### config.mk
export PLATFORM = sky130hd
export DESIGN_NAME = cpu
export DESIGN_NICKNAME = d
export VERILOG_FILES = /design/src/cpu_pkg.sv /design/src/control_unit.sv /design/src/alu.sv /design/src/reg_file.sv /design/src/pc_unit.sv /design/src/cpu.sv
export SDC_FILE = /design/constraint.sdc
export NUM_CORES = 1
export LEC_CHECK = 0
export BUFFER_PORTS_ARGS = -buffer_cell sky130_fd_sc_hd__buf_2
export CORE_MARGIN = 1
export CORE_UTILIZATION = 61
export CTS_CLUSTER_DIAMETER = 50
export DETAILED_ROUTE_END_ITERATION = 8
export PLACE_DENSITY_LB_ADDON = 0.3
export RECOVER_POWER = 25
export SYNTH_ARGS = -nofsm -noshare
export SYNTH_HDL_FRONTEND = slang
export SYNTH_HIERARCHICAL = 1
export SYNTH_SLANG_ARGS = --single-unit
### constraint.sdc
create_clock -name CLK -period 6 [get_ports CLK]
set_clock_uncertainty 0.15 [all_clocks]
set_input_delay 0.3 -clock CLK [delete_from_list [all_inputs] [get_ports CLK]]
set_output_delay 0.3 -clock CLK [all_outputs]
set_load 0.005 [all_outputs]
### src/cpu_pkg.sv
package cpu_pkg;

    // datapath widths
    localparam int DATA_W     = 8;              // register and memory word
    localparam int PC_W       = 32;             // pc and instruction word
    localparam int REG_ADDR_W = 3;              // eight registers
    localparam int OPCODE_W   = 8;
    localparam int ALU_OP_W   = 2;

    // instruction field positions
    localparam int OPCODE_MSB = 31;
    localparam int OPCODE_LSB = 24;
    localparam int OFFSET_MSB = 23;             // signed word offset for j/beq/bne
    localparam int OFFSET_LSB = 16;
    localparam int DEST_MSB   = 18;             // overlaps offset but never used with it
    localparam int DEST_LSB   = 16;
    localparam int SRC1_MSB   = 10;
    localparam int SRC1_LSB   = 8;
    localparam int SRC2_MSB   = 2;
    localparam int SRC2_LSB   = 0;
    localparam int IMM_MSB    = 7;              // overlaps src2
    localparam int IMM_LSB    = 0;

    // opcodes of the instruction encoding
    typedef enum logic [OPCODE_W-1:0] {
        OP_LOADI = 8'd0,
        OP_MOV   = 8'd1,
        OP_ADD   = 8'd2,
        OP_SUB   = 8'd3,
        OP_AND   = 8'd4,
        OP_OR    = 8'd5,
        OP_J     = 8'd6,
        OP_BEQ   = 8'd7,
        OP_BNE   = 8'd13,                       // 8..12 are undecoded and run as nops
        OP_LWD   = 8'd14,
        OP_SWD   = 8'd16
    } opcode_e;

    // alu functions
    typedef enum logic [ALU_OP_W-1:0] {
        ALU_FWD = 2'd0,                         // pass selected operand through
        ALU_ADD = 2'd1,
        ALU_AND = 2'd2,
        ALU_OR  = 2'd3
    } alu_op_e;

endpackage

### src/control_unit.sv
`timescale 1ns/1ps

module control_unit (
    input  cpu_pkg::opcode_e opcode,
    output cpu_pkg::alu_op_e alu_op,
    output logic             alu_src,      // 1 selects immediate as operand 2
    output logic             negate,       // two's complement of operand 2
    output logic             reg_write,
    output logic             branch,
    output logic             branch_ne,    // branch on not equal
    output logic             jump,
    output logic             mem_read,
    output logic             mem_write,
    output logic             wb_from_mem   // write back readdata instead of alu result
);

    always_comb
    begin
        // everything off by default so unknown opcodes become nops
        alu_op      = cpu_pkg::ALU_FWD;
        alu_src     = 1'b0;
        negate      = 1'b0;
        reg_write   = 1'b0;
        branch      = 1'b0;
        branch_ne   = 1'b0;
        jump        = 1'b0;
        mem_read    = 1'b0;
        mem_write   = 1'b0;
        wb_from_mem = 1'b0;
        case (opcode)
            cpu_pkg::OP_LOADI:
            begin
                alu_src   = 1'b1;                  // forward the immediate
                reg_write = 1'b1;
            end
            cpu_pkg::OP_MOV:
            begin
                reg_write = 1'b1;                  // forward src2
            end
            cpu_pkg::OP_ADD:
            begin
                alu_op    = cpu_pkg::ALU_ADD;
                reg_write = 1'b1;
            end
            cpu_pkg::OP_SUB:
            begin
                alu_op    = cpu_pkg::ALU_ADD;      // src1 + (-src2)
                negate    = 1'b1;
                reg_write = 1'b1;
            end
            cpu_pkg::OP_AND:
            begin
                alu_op    = cpu_pkg::ALU_AND;
                reg_write = 1'b1;
            end
            cpu_pkg::OP_OR:
            begin
                alu_op    = cpu_pkg::ALU_OR;
                reg_write = 1'b1;
            end
            cpu_pkg::OP_J:
            begin
                jump = 1'b1;                       // alu result unused
            end
            cpu_pkg::OP_BEQ, cpu_pkg::OP_BNE:
            begin
                alu_op    = cpu_pkg::ALU_ADD;      // zero flag set when equal
                negate    = 1'b1;
                branch    = 1'b1;
                branch_ne = (opcode == cpu_pkg::OP_BNE);
            end
            cpu_pkg::OP_LWD:
            begin
                reg_write   = 1'b1;                // address is src2 forwarded
                mem_read    = 1'b1;
                wb_from_mem = 1'b1;
            end
            cpu_pkg::OP_SWD:
            begin
                mem_write = 1'b1;                  // data from src1, address from src2
            end
            default:
            begin
                alu_op = cpu_pkg::ALU_FWD;         // illegal opcode, nothing enabled
            end
        endcase
    end

endmodule

### src/alu.sv
`timescale 1ns/1ps

module alu (
    input  logic [cpu_pkg::DATA_W-1:0] op1,
    input  logic [cpu_pkg::DATA_W-1:0] op2,
    input  logic [cpu_pkg::DATA_W-1:0] imm,
    input  cpu_pkg::alu_op_e           alu_op,
    input  logic                       alu_src,
    input  logic                       negate,
    output logic [cpu_pkg::DATA_W-1:0] result,
    output logic                       zero
);

    logic [cpu_pkg::DATA_W-1:0] selected;         // register or immediate
    logic [cpu_pkg::DATA_W-1:0] operand;          // after optional negation

    assign selected = alu_src ? imm : op2;
    assign operand  = negate ? (~selected + 1'b1) : selected;

    always_comb
    begin
        result = operand;                         // fwd, also covers mov/loadi/lwd/swd
        case (alu_op)
            cpu_pkg::ALU_ADD: result = op1 + operand;   // wraps at 8 bits
            cpu_pkg::ALU_AND: result = op1 & operand;
            cpu_pkg::ALU_OR:  result = op1 | operand;
            default:          result = operand;
        endcase
    end

    // beq/bne compare by subtraction
    assign zero = (result == '0);

endmodule

### src/reg_file.sv
`timescale 1ns/1ps

module reg_file (
    input  logic                           CLK,
    input  logic                           rst_n,
    input  logic [cpu_pkg::REG_ADDR_W-1:0] write_addr,
    input  logic [cpu_pkg::REG_ADDR_W-1:0] read_addr1,
    input  logic [cpu_pkg::REG_ADDR_W-1:0] read_addr2,
    input  logic [cpu_pkg::DATA_W-1:0]     write_data,
    input  logic                           write_en,
    output logic [cpu_pkg::DATA_W-1:0]     read_data1,
    output logic [cpu_pkg::DATA_W-1:0]     read_data2
);

    localparam int NUM_REGS = 1 << cpu_pkg::REG_ADDR_W;

    logic [cpu_pkg::DATA_W-1:0] regs [NUM_REGS];

    always_ff @(posedge CLK or negedge rst_n)
    begin
        if (!rst_n)
        begin
            for (int i = 0; i < NUM_REGS; i++)
            begin
                regs[i] <= '0;                       // all registers start at zero
            end
        end
        else if (write_en)
        begin
            regs[write_addr] <= write_data;          // write_en already includes commit
        end
    end

    // asynchronous reads, the new value is visible after the edge
    assign read_data1 = regs[read_addr1];
    assign read_data2 = regs[read_addr2];

endmodule

### src/pc_unit.sv
`timescale 1ns/1ps

module pc_unit #(
    parameter logic [cpu_pkg::PC_W-1:0] RESET_PC = '0
) (
    input  logic                       CLK,
    input  logic                       rst_n,
    input  logic [cpu_pkg::DATA_W-1:0] offset,     // signed, in words
    input  logic                       branch,
    input  logic                       branch_ne,
    input  logic                       jump,
    input  logic                       zero,
    input  logic                       advance,    // low while memory stalls
    output logic [cpu_pkg::PC_W-1:0]   pc
);

    localparam int EXT_W = cpu_pkg::PC_W - cpu_pkg::DATA_W - 2;

    logic [cpu_pkg::PC_W-1:0] pc_seq;              // pc + 4
    logic [cpu_pkg::PC_W-1:0] byte_offset;         // sign extended, times 4
    logic [cpu_pkg::PC_W-1:0] pc_target;
    logic [cpu_pkg::PC_W-1:0] pc_next;
    logic                     take;

    assign pc_seq      = pc + 32'd4;
    assign byte_offset = {{EXT_W{offset[cpu_pkg::DATA_W-1]}}, offset, 2'b00};
    assign pc_target   = pc_seq + byte_offset;     // relative to next instruction

    // beq takes on zero, bne on not zero
    assign take    = jump | (branch & (zero ^ branch_ne));
    assign pc_next = take ? pc_target : pc_seq;

    always_ff @(posedge CLK or negedge rst_n)
    begin
        if (!rst_n)
        begin
            pc <= RESET_PC;
        end
        else if (advance)
        begin
            pc <= pc_next;                         // hold through busywait
        end
    end

endmodule

### src/cpu.sv
`timescale 1ns/1ps

module cpu #(
    parameter logic [cpu_pkg::PC_W-1:0] RESET_PC = '0
) (
    input  logic                       CLK,
    input  logic                       rst_n,
    input  logic [cpu_pkg::PC_W-1:0]   instruction,
    output logic [cpu_pkg::PC_W-1:0]   pc,
    // data memory
    output logic                       read,
    output logic                       write,
    output logic [cpu_pkg::DATA_W-1:0] address,
    output logic [cpu_pkg::DATA_W-1:0] writedata,
    input  logic [cpu_pkg::DATA_W-1:0] readdata,
    input  logic                       busywait
);

    cpu_pkg::opcode_e opcode;
    cpu_pkg::alu_op_e alu_op;

    logic alu_src;
    logic negate;
    logic reg_write;
    logic branch;
    logic branch_ne;
    logic jump;
    logic mem_read;
    logic mem_write;
    logic wb_from_mem;
    logic zero;
    logic advance;                                    // instruction commits this edge

    logic [cpu_pkg::DATA_W-1:0] read_data1;
    logic [cpu_pkg::DATA_W-1:0] read_data2;
    logic [cpu_pkg::DATA_W-1:0] alu_result;
    logic [cpu_pkg::DATA_W-1:0] wb_data;

    assign opcode = cpu_pkg::opcode_e'(instruction[cpu_pkg::OPCODE_MSB:cpu_pkg::OPCODE_LSB]);

    control_unit u_control_unit (
        .opcode      (opcode),
        .alu_op      (alu_op),
        .alu_src     (alu_src),
        .negate      (negate),
        .reg_write   (reg_write),
        .branch      (branch),
        .branch_ne   (branch_ne),
        .jump        (jump),
        .mem_read    (mem_read),
        .mem_write   (mem_write),
        .wb_from_mem (wb_from_mem)
    );

    // non memory ops commit every edge, memory ops when busywait drops
    assign advance = ~(mem_read | mem_write) | ~busywait;

    assign wb_data = wb_from_mem ? readdata : alu_result;

    reg_file u_reg_file (
        .CLK        (CLK),
        .rst_n      (rst_n),
        .write_addr (instruction[cpu_pkg::DEST_MSB:cpu_pkg::DEST_LSB]),
        .read_addr1 (instruction[cpu_pkg::SRC1_MSB:cpu_pkg::SRC1_LSB]),
        .read_addr2 (instruction[cpu_pkg::SRC2_MSB:cpu_pkg::SRC2_LSB]),
        .write_data (wb_data),
        .write_en   (reg_write & advance),            // lwd waits for readdata
        .read_data1 (read_data1),
        .read_data2 (read_data2)
    );

    alu u_alu (
        .op1     (read_data1),
        .op2     (read_data2),
        .imm     (instruction[cpu_pkg::IMM_MSB:cpu_pkg::IMM_LSB]),
        .alu_op  (alu_op),
        .alu_src (alu_src),
        .negate  (negate),
        .result  (alu_result),
        .zero    (zero)
    );

    pc_unit #(
        .RESET_PC (RESET_PC)
    ) u_pc_unit (
        .CLK       (CLK),
        .rst_n     (rst_n),
        .offset    (instruction[cpu_pkg::OFFSET_MSB:cpu_pkg::OFFSET_LSB]),
        .branch    (branch),
        .branch_ne (branch_ne),
        .jump      (jump),
        .zero      (zero),
        .advance   (advance),
        .pc        (pc)
    );

    // memory port, held for the whole access
    assign read      = mem_read;
    assign write     = mem_write;
    assign address   = alu_result;                    // src2 forwarded
    assign writedata = read_data1;

endmodule

==> flow_metrics.env, run 1 <==
export IMPL_crit_path_end_kind="register"
export IMPL_die_area_sq_mm=0.0148
export IMPL_synth_edff_count=0
export IMPL_yosysSeqAreaShare=0.268
export IMPL_firstDrtPassIters=5
export IMPL_power_total_mw=2.80
export IMPL_core_region_area_sq_mm=0.0139
export IMPL_r2r_slack_ns=0.25
export IMPL_drc_errors=0
export IMPL_clk_latency_ns=0.36
export IMPL_vias=7421
export IMPL_hold_path_cell_count=3
export IMPL_wl_met1_um=9870
export IMPL_instances_no_fill=1126
export IMPL_grt_antenna_before_repair=0
export IMPL_area_delta_synth_final_pct=9.32
export IMPL_die_h_um=122
export IMPL_cts_buffers_inserted=9
export IMPL_rr_startpoint="u_reg_file/regs[48]"
export IMPL_min_period_ns=5.75
export IMPL_maxSlewHeadroom=-0.144
export IMPL_rows=43
export IMPL_pwr_density_cell_mw_per_mm2=292
export IMPL_yosys_warnings=6
export IMPL_cp_max_fo=9
export IMPL_hold_violations=0
export IMPL_fmax_ghz=0.174
export IMPL_synth_async_reset_ratio=1.00
export IMPL_wl_per_cell_um=19.7
export IMPL_initial_core_util=0.629
export IMPL_arrival_ns=5.86
export IMPL_final_area_sq_mm=0.00958
export IMPL_io_pins=93
export IMPL_drt_first_iter_violations=610
export IMPL_clock_path_buffers=2
export IMPL_die_w_um=122
export IMPL_port_buffers=85
export IMPL_postCtsSetupBuffers=0
export IMPL_gp_congestion=0.967
export IMPL_status="complete, but fails checks"
export IMPL_netlist_area_sq_mm=0.00876
export IMPL_hp_start="readdata[1]"
export IMPL_cts_root_buf="clkbuf_16"
export IMPL_ys_flop_type="dfrtp_1"
export IMPL_dp_cells=1109
export IMPL_nets=1040
export IMPL_drt_wl_total_um=22100
export IMPL_maxCapViolCount=2
export IMPL_rsz0062_at_grt="false"
export IMPL_cts_sinks=94
export IMPL_syn_inst=875
export IMPL_cts_max_level=3
export IMPL_worstMarginPinSlew_ns=1.72
export IMPL_synth_avg_cell_area_sq_um=10.0
export IMPL_dp_hpwl_um=15900
export IMPL_tns_ns=0
export IMPL_postRouteAntennaNets=0
export IMPL_placed_area_sq_mm=0.00928
export IMPL_finalMaxSlewViolations=97
export IMPL_violations="capacitance limit, slew limit"
export IMPL_avgViaCountPerCell=6.59
export IMPL_grt_pass1_wl_um=34500
export IMPL_top_layer_used="met4"
export IMPL_crit_required_ns=6.11
export IMPL_dr_wl_met2_um=10100
export IMPL_hold_class="primary input to register"
export IMPL_start_kind="register"
export IMPL_grt_usage=0.304
export IMPL_grt_ovfl_total=0
export IMPL_synth_distinct_cells=89
export IMPL_finalCritPeriodShare=0.959
export IMPL_clkSlewWorstSetupHoldPaths_ns=0.08
export IMPL_worst_setup_path_type="register to register"
export IMPL_diodes=0
export IMPL_setup_viol_count_final=0
export IMPL_reg2regPathDepth=21
export IMPL_leakage_nw=4.55
export IMPL_r2r_end="u_pc_unit/pc[30]"
export IMPL_ir_worst_vdd_mv=0.264
export IMPL_min_to="u_reg_file/regs[1]"
export IMPL_final_layout_size_suffix_gt1_frac=0.244
export IMPL_fillers=1037
export IMPL_grt_max_degree=71
export IMPL_grt_pass1_vias=6814
export IMPL_ys_ff_latch=94
export IMPL_wl_met3_um=1780
export IMPL_cts_tree="done"
==> worst max-delay path, cell delays in order (launching register included) <==
cell and delay [ns]:
dfrtp_1 0.41, mux4_1 0.51, mux2_2 0.31, mux2_4 0.29, inv_1 0.08, ha_1 0.22
mux2_2 0.30, inv_1 0.13, ha_1 0.26, a211oi_1 0.33, o21bai_1 0.15, a21oi_1 0.20
xor2_1 0.09, mux4_2 0.50, and4b_1 0.21, xor2_1 0.18, a21o_1 0.22, buf_4 0.17
and3_1 0.18, a221oi_1 0.35, o21ai_1 0.14, a311oi_1 0.27
==> metrics by stage <==
step | util | setup WS, ns | hold WS (ns)
2_1_floorplan | - | 0.671 | -0.146
3_5_place_dp | 0.666 | 0.222 | 0.0955
5_1_grt | 0.687 | 0.0239 | 0.242
4_1_cts | 0.690 | 0.370 | 0.227
6_report | 0.687 | 0.249 | 0.249
3_3_place_gp | 0.666 | 0.379 | 0.0919
==> cells by family after synthesis <==
| logic type | Yosys count | synth area share |
|---|---|---|
| xor gates and xnor gates | 61 | 0.0610 |
| adders and majority gates | 56 | 0.0817 |
| other | 1 | 0.000428 |
| buffers and inverters | 88 | 0.0514 |
| and+or+nand+nor | 229 | 0.145 |
| AOI/OAI and AO/OA | 210 | 0.157 |
| DFF | 94 | 0.268 |
| muxes | 136 | 0.235 |
==> repair_timing <==
action	in CTS	in global routing
resized for setup	0	0
hold endpoints to repair	24	0
hold buffers	1	0
==> flip-flops by register name, indices dropped and copies added (netlist names) <==
| signal | count |
|---|---|
| u_pc_unit/pc | 30 |
| u_reg_file/regs | 64 |
==> worst max path at each step <==
stage,from,cells after the start,to
detailed placement,instruction[0],22,u_pc_unit/pc[30]
CTS,u_reg_file/regs[48],21,u_pc_unit/pc[30]
global placement,instruction[0],22,u_pc_unit/pc[30]
finish,u_reg_file/regs[48],21,u_pc_unit/pc[30]
floorplan,instruction[31],23,u_pc_unit/pc[30]
global route,u_reg_file/regs[48],21,u_pc_unit/pc[30]
==> power breakdown <==
part           switching (mW)  internal, mW  total (mW)
Sequential              0.142         0.719       0.861
Clock                   0.282         0.334       0.616
Combinational           0.737         0.586        1.32
Total                    1.16          1.64        2.80
==> layout by cell type, fill, tap and decap left out, drive strengths merged, types with 5 or more instances in the layout <==
cell	Yosys	final
inv	39	41
xnor2	35	35
nor4	8	8
nand2b	12	12
o21a	6	6
mux2	93	93
nand2	58	58
o22ai	5	5
clkbuf	19	29
mux4	35	35
a22oi	6	6
o21ai	54	54
nor3	18	18
nand3	25	25
buf	29	81
dfrtp	94	94
a21o	15	15
mux2i	8	8
a21oi	60	60
a211oi	10	10
ha	54	54
nor2	46	46
nor3b	5	5
o21bai	9	9
nand4b	5	5
nand4	10	10
and3	22	22
a31oi	9	9
xor2	26	26
==> layout make-up <==
class / instances / area (sq um) / area share
Timing Repair Buffer: 102 / 528 / 0.0551
Multi-Input combinational cell: 694 / 6000 / 0.627
Clock buffer: 9 / 225 / 0.0235
Sequential cell: 94 / 2350 / 0.246
Tap cell: 180 / 225 / 0.0235
Clock inverter: 7 / 93.8 / 0.00980
Inverter: 40 / 150 / 0.0157
==> Yosys cell counts (7+ instances only) <==
| cell type | count | area, sq um |
|---|---|---|
| dfrtp_1 | 94 | 2350 |
| nand2b_1 | 11 | 68.8 |
| nand3_1 | 24 | 120 |
| clkbuf_1 | 19 | 71.3 |
| o21ai_0 | 38 | 190 |
| o21ai_1 | 15 | 75.1 |
| mux2_2 | 81 | 912 |
| ha_1 | 54 | 676 |
| nand2_1 | 58 | 218 |
| inv_1 | 38 | 143 |
| a211oi_1 | 7 | 52.6 |
| and3_1 | 22 | 138 |
| a21oi_1 | 56 | 280 |
| buf_6 | 7 | 78.8 |
| mux2_4 | 9 | 135 |
| xnor2_1 | 35 | 307 |
| mux4_1 | 29 | 762 |
| mux2i_1 | 8 | 80.1 |
| nand4_1 | 10 | 62.6 |
| buf_2 | 13 | 65.1 |
| nor3_1 | 15 | 75.1 |
| nor2_1 | 45 | 169 |
| a31oi_1 | 8 | 50.1 |
| xor2_1 | 26 | 228 |
| o21bai_1 | 9 | 67.6 |
| a21o_1 | 14 | 105 |
==> metal layers <==
metal / GRT usage / up-vias
met5: 0 / -
met3: 0.0595 / 28
met2: 0.481 / 355
li1: - / 3427
met1: 0.418 / 3611
met4: 0.0972 / 0
Note: power is estimated with default switching activity, not from simulation.
==> run 2: changes to the inputs <==
==> constraint.sdc (replaced) <==
create_clock -name CLK -period 5.9 [get_ports CLK]
set_clock_uncertainty 0.15 [all_clocks]
set_input_delay 0.295 -clock CLK [delete_from_list [all_inputs] [get_ports CLK]]
set_output_delay 0.295 -clock CLK [all_outputs]
set_load 0.005 [all_outputs]
==> flow_metrics.env, run 2 (synthesized netlist as in run 1, its figures left out) <==
export IMPL_maxCapViolCount=1
export IMPL_core_region_area_sq_mm=0.0139
export IMPL_grt_pass1_wl_um=35500
export IMPL_grt_ovfl_total=0
export IMPL_drt_wl_total_um=22400
export IMPL_nets=1042
export IMPL_dp_hpwl_um=16100
export IMPL_diodes=0
export IMPL_initial_core_util=0.629
export IMPL_cts_sinks=94
export IMPL_tns_ns=0
export IMPL_maxSlewHeadroom=-0.634
export IMPL_final_layout_size_suffix_gt1_frac=0.256
export IMPL_grt_antenna_before_repair=0
export IMPL_avgViaCountPerCell=6.57
export IMPL_ir_worst_vdd_mv=0.277
export IMPL_start_kind="register"
export IMPL_min_period_ns=5.52
export IMPL_cts_max_level=3
export IMPL_postRouteAntennaNets=0
export IMPL_finalCritPeriodShare=0.936
export IMPL_clock_path_buffers=2
export IMPL_wl_per_cell_um=19.8
export IMPL_fmax_ghz=0.181
export IMPL_seqPwrFrac=0.310
export IMPL_die_area_sq_mm=0.0148
export IMPL_register_area_sq_mm=0.00235
export IMPL_rows=43
export IMPL_cp_max_fo=5
export IMPL_whs_ns=0.248
export IMPL_clkSlewWorstSetupHoldPaths_ns=0.08
export IMPL_gp_congestion=0.979
export IMPL_clk_latency_ns=0.36
export IMPL_regMostFlops="u_reg_file/regs"
export IMPL_status="complete, but fails checks"
export IMPL_worst_setup_path_type="register to register"
export IMPL_cts_root_buf="clkbuf_16"
export IMPL_drt_first_iter_violations=657
export IMPL_switchingPower_mw=1.18
export IMPL_hold_violations=0
export IMPL_layout_top_registers="u_reg_file/regs: 64 flops, u_pc_unit/pc: 30 flops"
export IMPL_crit_required_ns=5.97
export IMPL_fillers=1028
export IMPL_setup_viol_count_final=0
export IMPL_cts_buffers_inserted=9
export IMPL_layout_commonest_cell="dfrtp_1"
export IMPL_final_cell_mix="94 x dfrtp_1, 81 x mux2_2, 73 x buf_2"
export IMPL_comb_power_share=0.480
export IMPL_vias=7409
export IMPL_grt_pass1_vias=6815
export IMPL_finalMaxSlewViolations=42
export IMPL_drc_errors=0
export IMPL_area_delta_synth_final_pct=9.57
export IMPL_die_w_um=122
export IMPL_pwr_density_cell_mw_per_mm2=293
export IMPL_clkPwrFrac=0.210
export IMPL_hold_class="primary input to register"
export IMPL_port_buffers=85
export IMPL_violations="capacitance limit, slew limit"
export IMPL_p_int_mw=1.63
export IMPL_switching_share=0.420
export IMPL_worstMarginPinSlew_ns=2.45
export IMPL_firstDrtPassIters=7
export IMPL_io_pins=93
export IMPL_crit_path_end_kind="register"
export IMPL_grt_max_degree=55
export IMPL_rsz0062_at_grt="false"
export IMPL_cts_tree="done"
export IMPL_grt_usage=0.312
export IMPL_multi_input_area_sq_mm=0.00602
export IMPL_leakage_nw=4.58
export IMPL_die_h_um=122
export IMPL_arrival_ns=5.59
export IMPL_postCtsSetupBuffers=0
export IMPL_largest_reg_flops=64
run 2: cell count changes in the layout (fill, tap and decap cells not counted), sizes merged:
cell	before	now
inv	41	43
clkinvlp	1	0
clkbuf	29	21
buf	81	91
bufinv	1	0
run 2: final timing paths:
kind	startpoint	to	slack, ns	cells past startpoint
max in group asynchronous	rst_n	u_reg_file/regs[63]	2.78	3
min in group asynchronous	rst_n	u_reg_file/regs[25]	1.07	2
worst max register to register	u_reg_file/regs[48]	u_pc_unit/pc[30]	0.38	20
worst max-delay path	u_reg_file/regs[48]	u_pc_unit/pc[30]	0.38	20
worst min register to register	u_pc_unit/pc[31]	u_pc_unit/pc[31]	0.32	1
worst min-delay path	readdata[0]	u_reg_file/regs[32]	0.25	3
run 2: worst max-delay path, stage by stage (launching register included):
cell      delay [ns]
dfrtp_1         0.41
mux4_1          0.52
mux2_2          0.31
mux2_4          0.31
inv_1           0.09
ha_1            0.22
mux2_2          0.30
inv_1           0.12
ha_1            0.26
a211oi_1        0.34
o21bai_1        0.12
a21oi_1         0.18
xor2_1          0.09
mux4_2          0.48
and4b_1         0.24
xor2_2          0.20
a21o_1          0.21
nand2_1         0.12
or4_1           0.52
a21oi_1         0.13
a311oi_1        0.06
run 2: timing repair:
item	CTS	global route
hold buffers	1	0
setup endpoints to repair	0	7
endpoints found under the hold margin	40	0
resized for setup	0	3
run 2: per-stage QoR:
step	utilization	power [mW]	area [sq um]	setup WS (ns)	std cells
after detailed placement	0.667	2.21	9300	0.190	1111
after floorplan	-	1.88	8770	0.576	876
after global routing	0.689	3.01	9600	0.0148	1128
after CTS	0.689	2.81	9600	0.359	1128
final	0.689	2.81	9600	0.380	1128
after global placement	0.667	2.18	9300	0.259	1111
run 2: power by group through the flow:
stage / logic (mW) / clock network, mW / registers, mW
after detailed placement: 1.32 / 0 / 0.883
after global routing: 1.49 / 0.628 / 0.891
after CTS: 1.34 / 0.600 / 0.871
after global placement: 1.30 / 0 / 0.881
final: 1.35 / 0.591 / 0.872
after floorplan: 1.02 / 0 / 0.857
run 2: area by class of cell:
| type | instances | area share |
|---|---|---|
| Clock buffer | 9 | 0.0235 |
| Clock inverter | 7 | 0.00769 |
| Inverter | 40 | 0.0156 |
| Multi-Input combinational cell | 694 | 0.627 |
| Sequential cell | 94 | 0.245 |
| Tap cell | 180 | 0.0235 |
| Timing Repair Buffer | 104 | 0.0579 |
run 2: metal layers:
metal	vias up	share of wire	track usage	routed length, um
met3	28	0.088	0.0501	1960
met4	0	0.016	0.0926	351
li1	3424	-	-	-
met2	346	0.46	0.500	10400
met5	-	0	0	0
met1	3611	0.43	0.434	9690
==> run 3: changes to the inputs <==
--- a/config.mk
+++ b/config.mk
@@ -5,11 +5,11 @@
 export SDC_FILE = /design/constraint.sdc
 export NUM_CORES = 1
 export LEC_CHECK = 0
-export BUFFER_PORTS_ARGS = -buffer_cell sky130_fd_sc_hd__buf_2
 export CORE_MARGIN = 1
-export CORE_UTILIZATION = 61
+export CORE_UTILIZATION = 26
 export CTS_CLUSTER_DIAMETER = 50
 export DETAILED_ROUTE_END_ITERATION = 8
+export DONT_BUFFER_PORTS = 1
 export PLACE_DENSITY_LB_ADDON = 0.3
 export RECOVER_POWER = 25
 export SYNTH_ARGS = -nofsm -noshare
==> flow_metrics.env, run 3 (synthesized netlist as in run 1, its figures left out) <==
export IMPL_tns_ns=0
export IMPL_finalMaxSlewViolations=95
export IMPL_min_period_ns=5.62
export IMPL_rows=66
export IMPL_drt_wl_total_um=24400
export IMPL_reg2regPathDepth=20
export IMPL_area_delta_synth_final_pct=8.70
export IMPL_finalCritPeriodShare=0.953
export IMPL_ir_worst_vdd_mv=0.189
export IMPL_r2r_slack_ns=0.28
export IMPL_layout_top_registers="u_reg_file/regs: 64 flops, u_pc_unit/pc: 30 flops"
export IMPL_grt_antenna_before_repair=0
export IMPL_fmax_ghz=0.178
export IMPL_top_layer_used="met4"
export IMPL_cts_max_level=3
export IMPL_instances_no_fill=1305
export IMPL_status="complete, but fails checks"
export IMPL_maxCapViolCount=1
export IMPL_hold_violations=0
export IMPL_port_buffers=0
export IMPL_dr_wl_met2_um=11300
export IMPL_grt_max_degree=95
export IMPL_regMostFlops="u_reg_file/regs"
export IMPL_rsz0062_at_grt="false"
export IMPL_drc_errors=0
export IMPL_setup_viol_count_final=0
export IMPL_start_kind="register"
export IMPL_vias=6740
export IMPL_final_layout_size_suffix_gt1_frac=0.196
export IMPL_grt_pass1_wl_um=37500
export IMPL_nets=957
export IMPL_grt_ovfl_total=0
export IMPL_cts_root_buf="clkbuf_16"
export IMPL_clk_latency_ns=0.36
export IMPL_wl_met3_um=1630
export IMPL_cts_buffers_inserted=9
export IMPL_crit_path_end_kind="register"
export IMPL_io_pins=93
export IMPL_largest_reg_flops=64
export IMPL_avgViaCountPerCell=5.16
export IMPL_postCtsSetupBuffers=0
export IMPL_violations="capacitance limit, slew limit"
export IMPL_clkSlewWorstSetupHoldPaths_ns=0.07
export IMPL_cts_sinks=94
export IMPL_pwr_density_cell_mw_per_mm2=294
export IMPL_drt_first_iter_violations=321
export IMPL_gp_congestion=0.816
export IMPL_hp_start="instruction[16]"
export IMPL_r2r_end="u_pc_unit/pc[30]"
export IMPL_worst_setup_path_type="register to register"
export IMPL_die_w_um=186
export IMPL_placed_area_sq_mm=0.00920
export IMPL_wl_per_cell_um=18.7
export IMPL_firstDrtPassIters=5
export IMPL_grt_pass1_vias=6674
export IMPL_wl_met1_um=11300
export IMPL_dp_hpwl_um=17800
export IMPL_hold_path_cell_count=2
export IMPL_layout_commonest_cell="dfrtp_1"
export IMPL_die_area_sq_mm=0.0344
export IMPL_worstMarginPinSlew_ns=2.48
export IMPL_maxSlewHeadroom=-0.655
export IMPL_core_region_area_sq_mm=0.0329
export IMPL_diodes=0
export IMPL_hold_class="primary input to register"
export IMPL_whs_ns=0.124
export IMPL_leakage_nw=4.26
export IMPL_final_cell_mix="94 x dfrtp_1, 81 x mux2_2, 58 x nand2_1"
export IMPL_dp_cells=1287
export IMPL_clock_path_buffers=2
export IMPL_arrival_ns=5.69
export IMPL_postRouteAntennaNets=0
export IMPL_die_h_um=186
export IMPL_cp_max_fo=7
export IMPL_grt_usage=0.142
export IMPL_rr_startpoint="u_reg_file/regs[33]"
export IMPL_cts_tree="done"
export IMPL_final_area_sq_mm=0.00952
export IMPL_min_to="u_reg_file/regs[57]"
export IMPL_initial_core_util=0.267
export IMPL_crit_required_ns=5.97
[run 3: what timing repair did]
| item | in CTS | in global routing |
|---|---|---|
| hold buffers | 2 | 0 |
| resized for setup | 0 | 1 |
| hold endpoints to repair | 94 | 0 |
| setup endpoints to repair | 0 | 1 |
[run 3: stage by stage]
stage	total power, mW	util	setup WS (ns)
after floorplan	1.88	-	0.576
after global placement	2.16	0.280	0.307
after detailed placement	2.15	0.280	0.259
after CTS	2.82	0.290	0.230
after global routing	3.01	0.290	0.0267
final	2.80	0.290	0.276
[run 3: power by group]
| part | switching, mW | total, mW | internal (mW) |
|---|---|---|---|
| Sequential | 0.188 | 0.918 | 0.730 |
| Clock | 0.275 | 0.620 | 0.344 |
| Combinational | 0.714 | 1.26 | 0.548 |
[run 3: final cells by class]
| type | instances | area (sq um) |
|---|---|---|
| inverters | 40 | 150 |
| repair buffers | 19 | 155 |
| flip-flops and latches | 94 | 2350 |
| well taps | 442 | 553 |
| fillers | 3461 | 23300 |
| clock buffers | 10 | 239 |
| clock inverters | 6 | 68.8 |
| multi-input cells | 694 | 6010 |
[run 3: routing by layer]
metal  GRT usage  vias to the layer above
li1            -                     3251
met1       0.185                     3319
met2       0.235                      158
met3      0.0403                       12
met4      0.0246                        0
met5           0                        -
[run 3: critical path: stages, from the launching register on]
cell and delay, ns:
dfrtp_1 0.39, mux4_1 0.51, mux2_2 0.32, mux2_1 0.31
inv_1 0.07, ha_1 0.21, mux2_2 0.30, inv_1 0.13
ha_1 0.26, a211oi_1 0.38, o21bai_1 0.14, a21oi_1 0.20
xor2_1 0.09, mux4_2 0.49, and4b_1 0.25, xor2_1 0.19
a21o_2 0.23, nand2_1 0.13, or4_1 0.55, a21oi_1 0.12
a311oi_1 0.06
[run 3: worst max path at each step]
stage / slack (ns) / startpoint / endpoint
floorplan: 0.58 / instruction[31] / u_pc_unit/pc[30]
global placement: 0.31 / instruction[31] / u_pc_unit/pc[30]
detailed placement: 0.26 / u_reg_file/regs[33] / u_pc_unit/pc[30]
CTS: 0.23 / u_reg_file/regs[33] / u_pc_unit/pc[30]
global route: 0.03 / u_reg_file/regs[33] / u_pc_unit/pc[30]
finish: 0.28 / u_reg_file/regs[33] / u_pc_unit/pc[30]
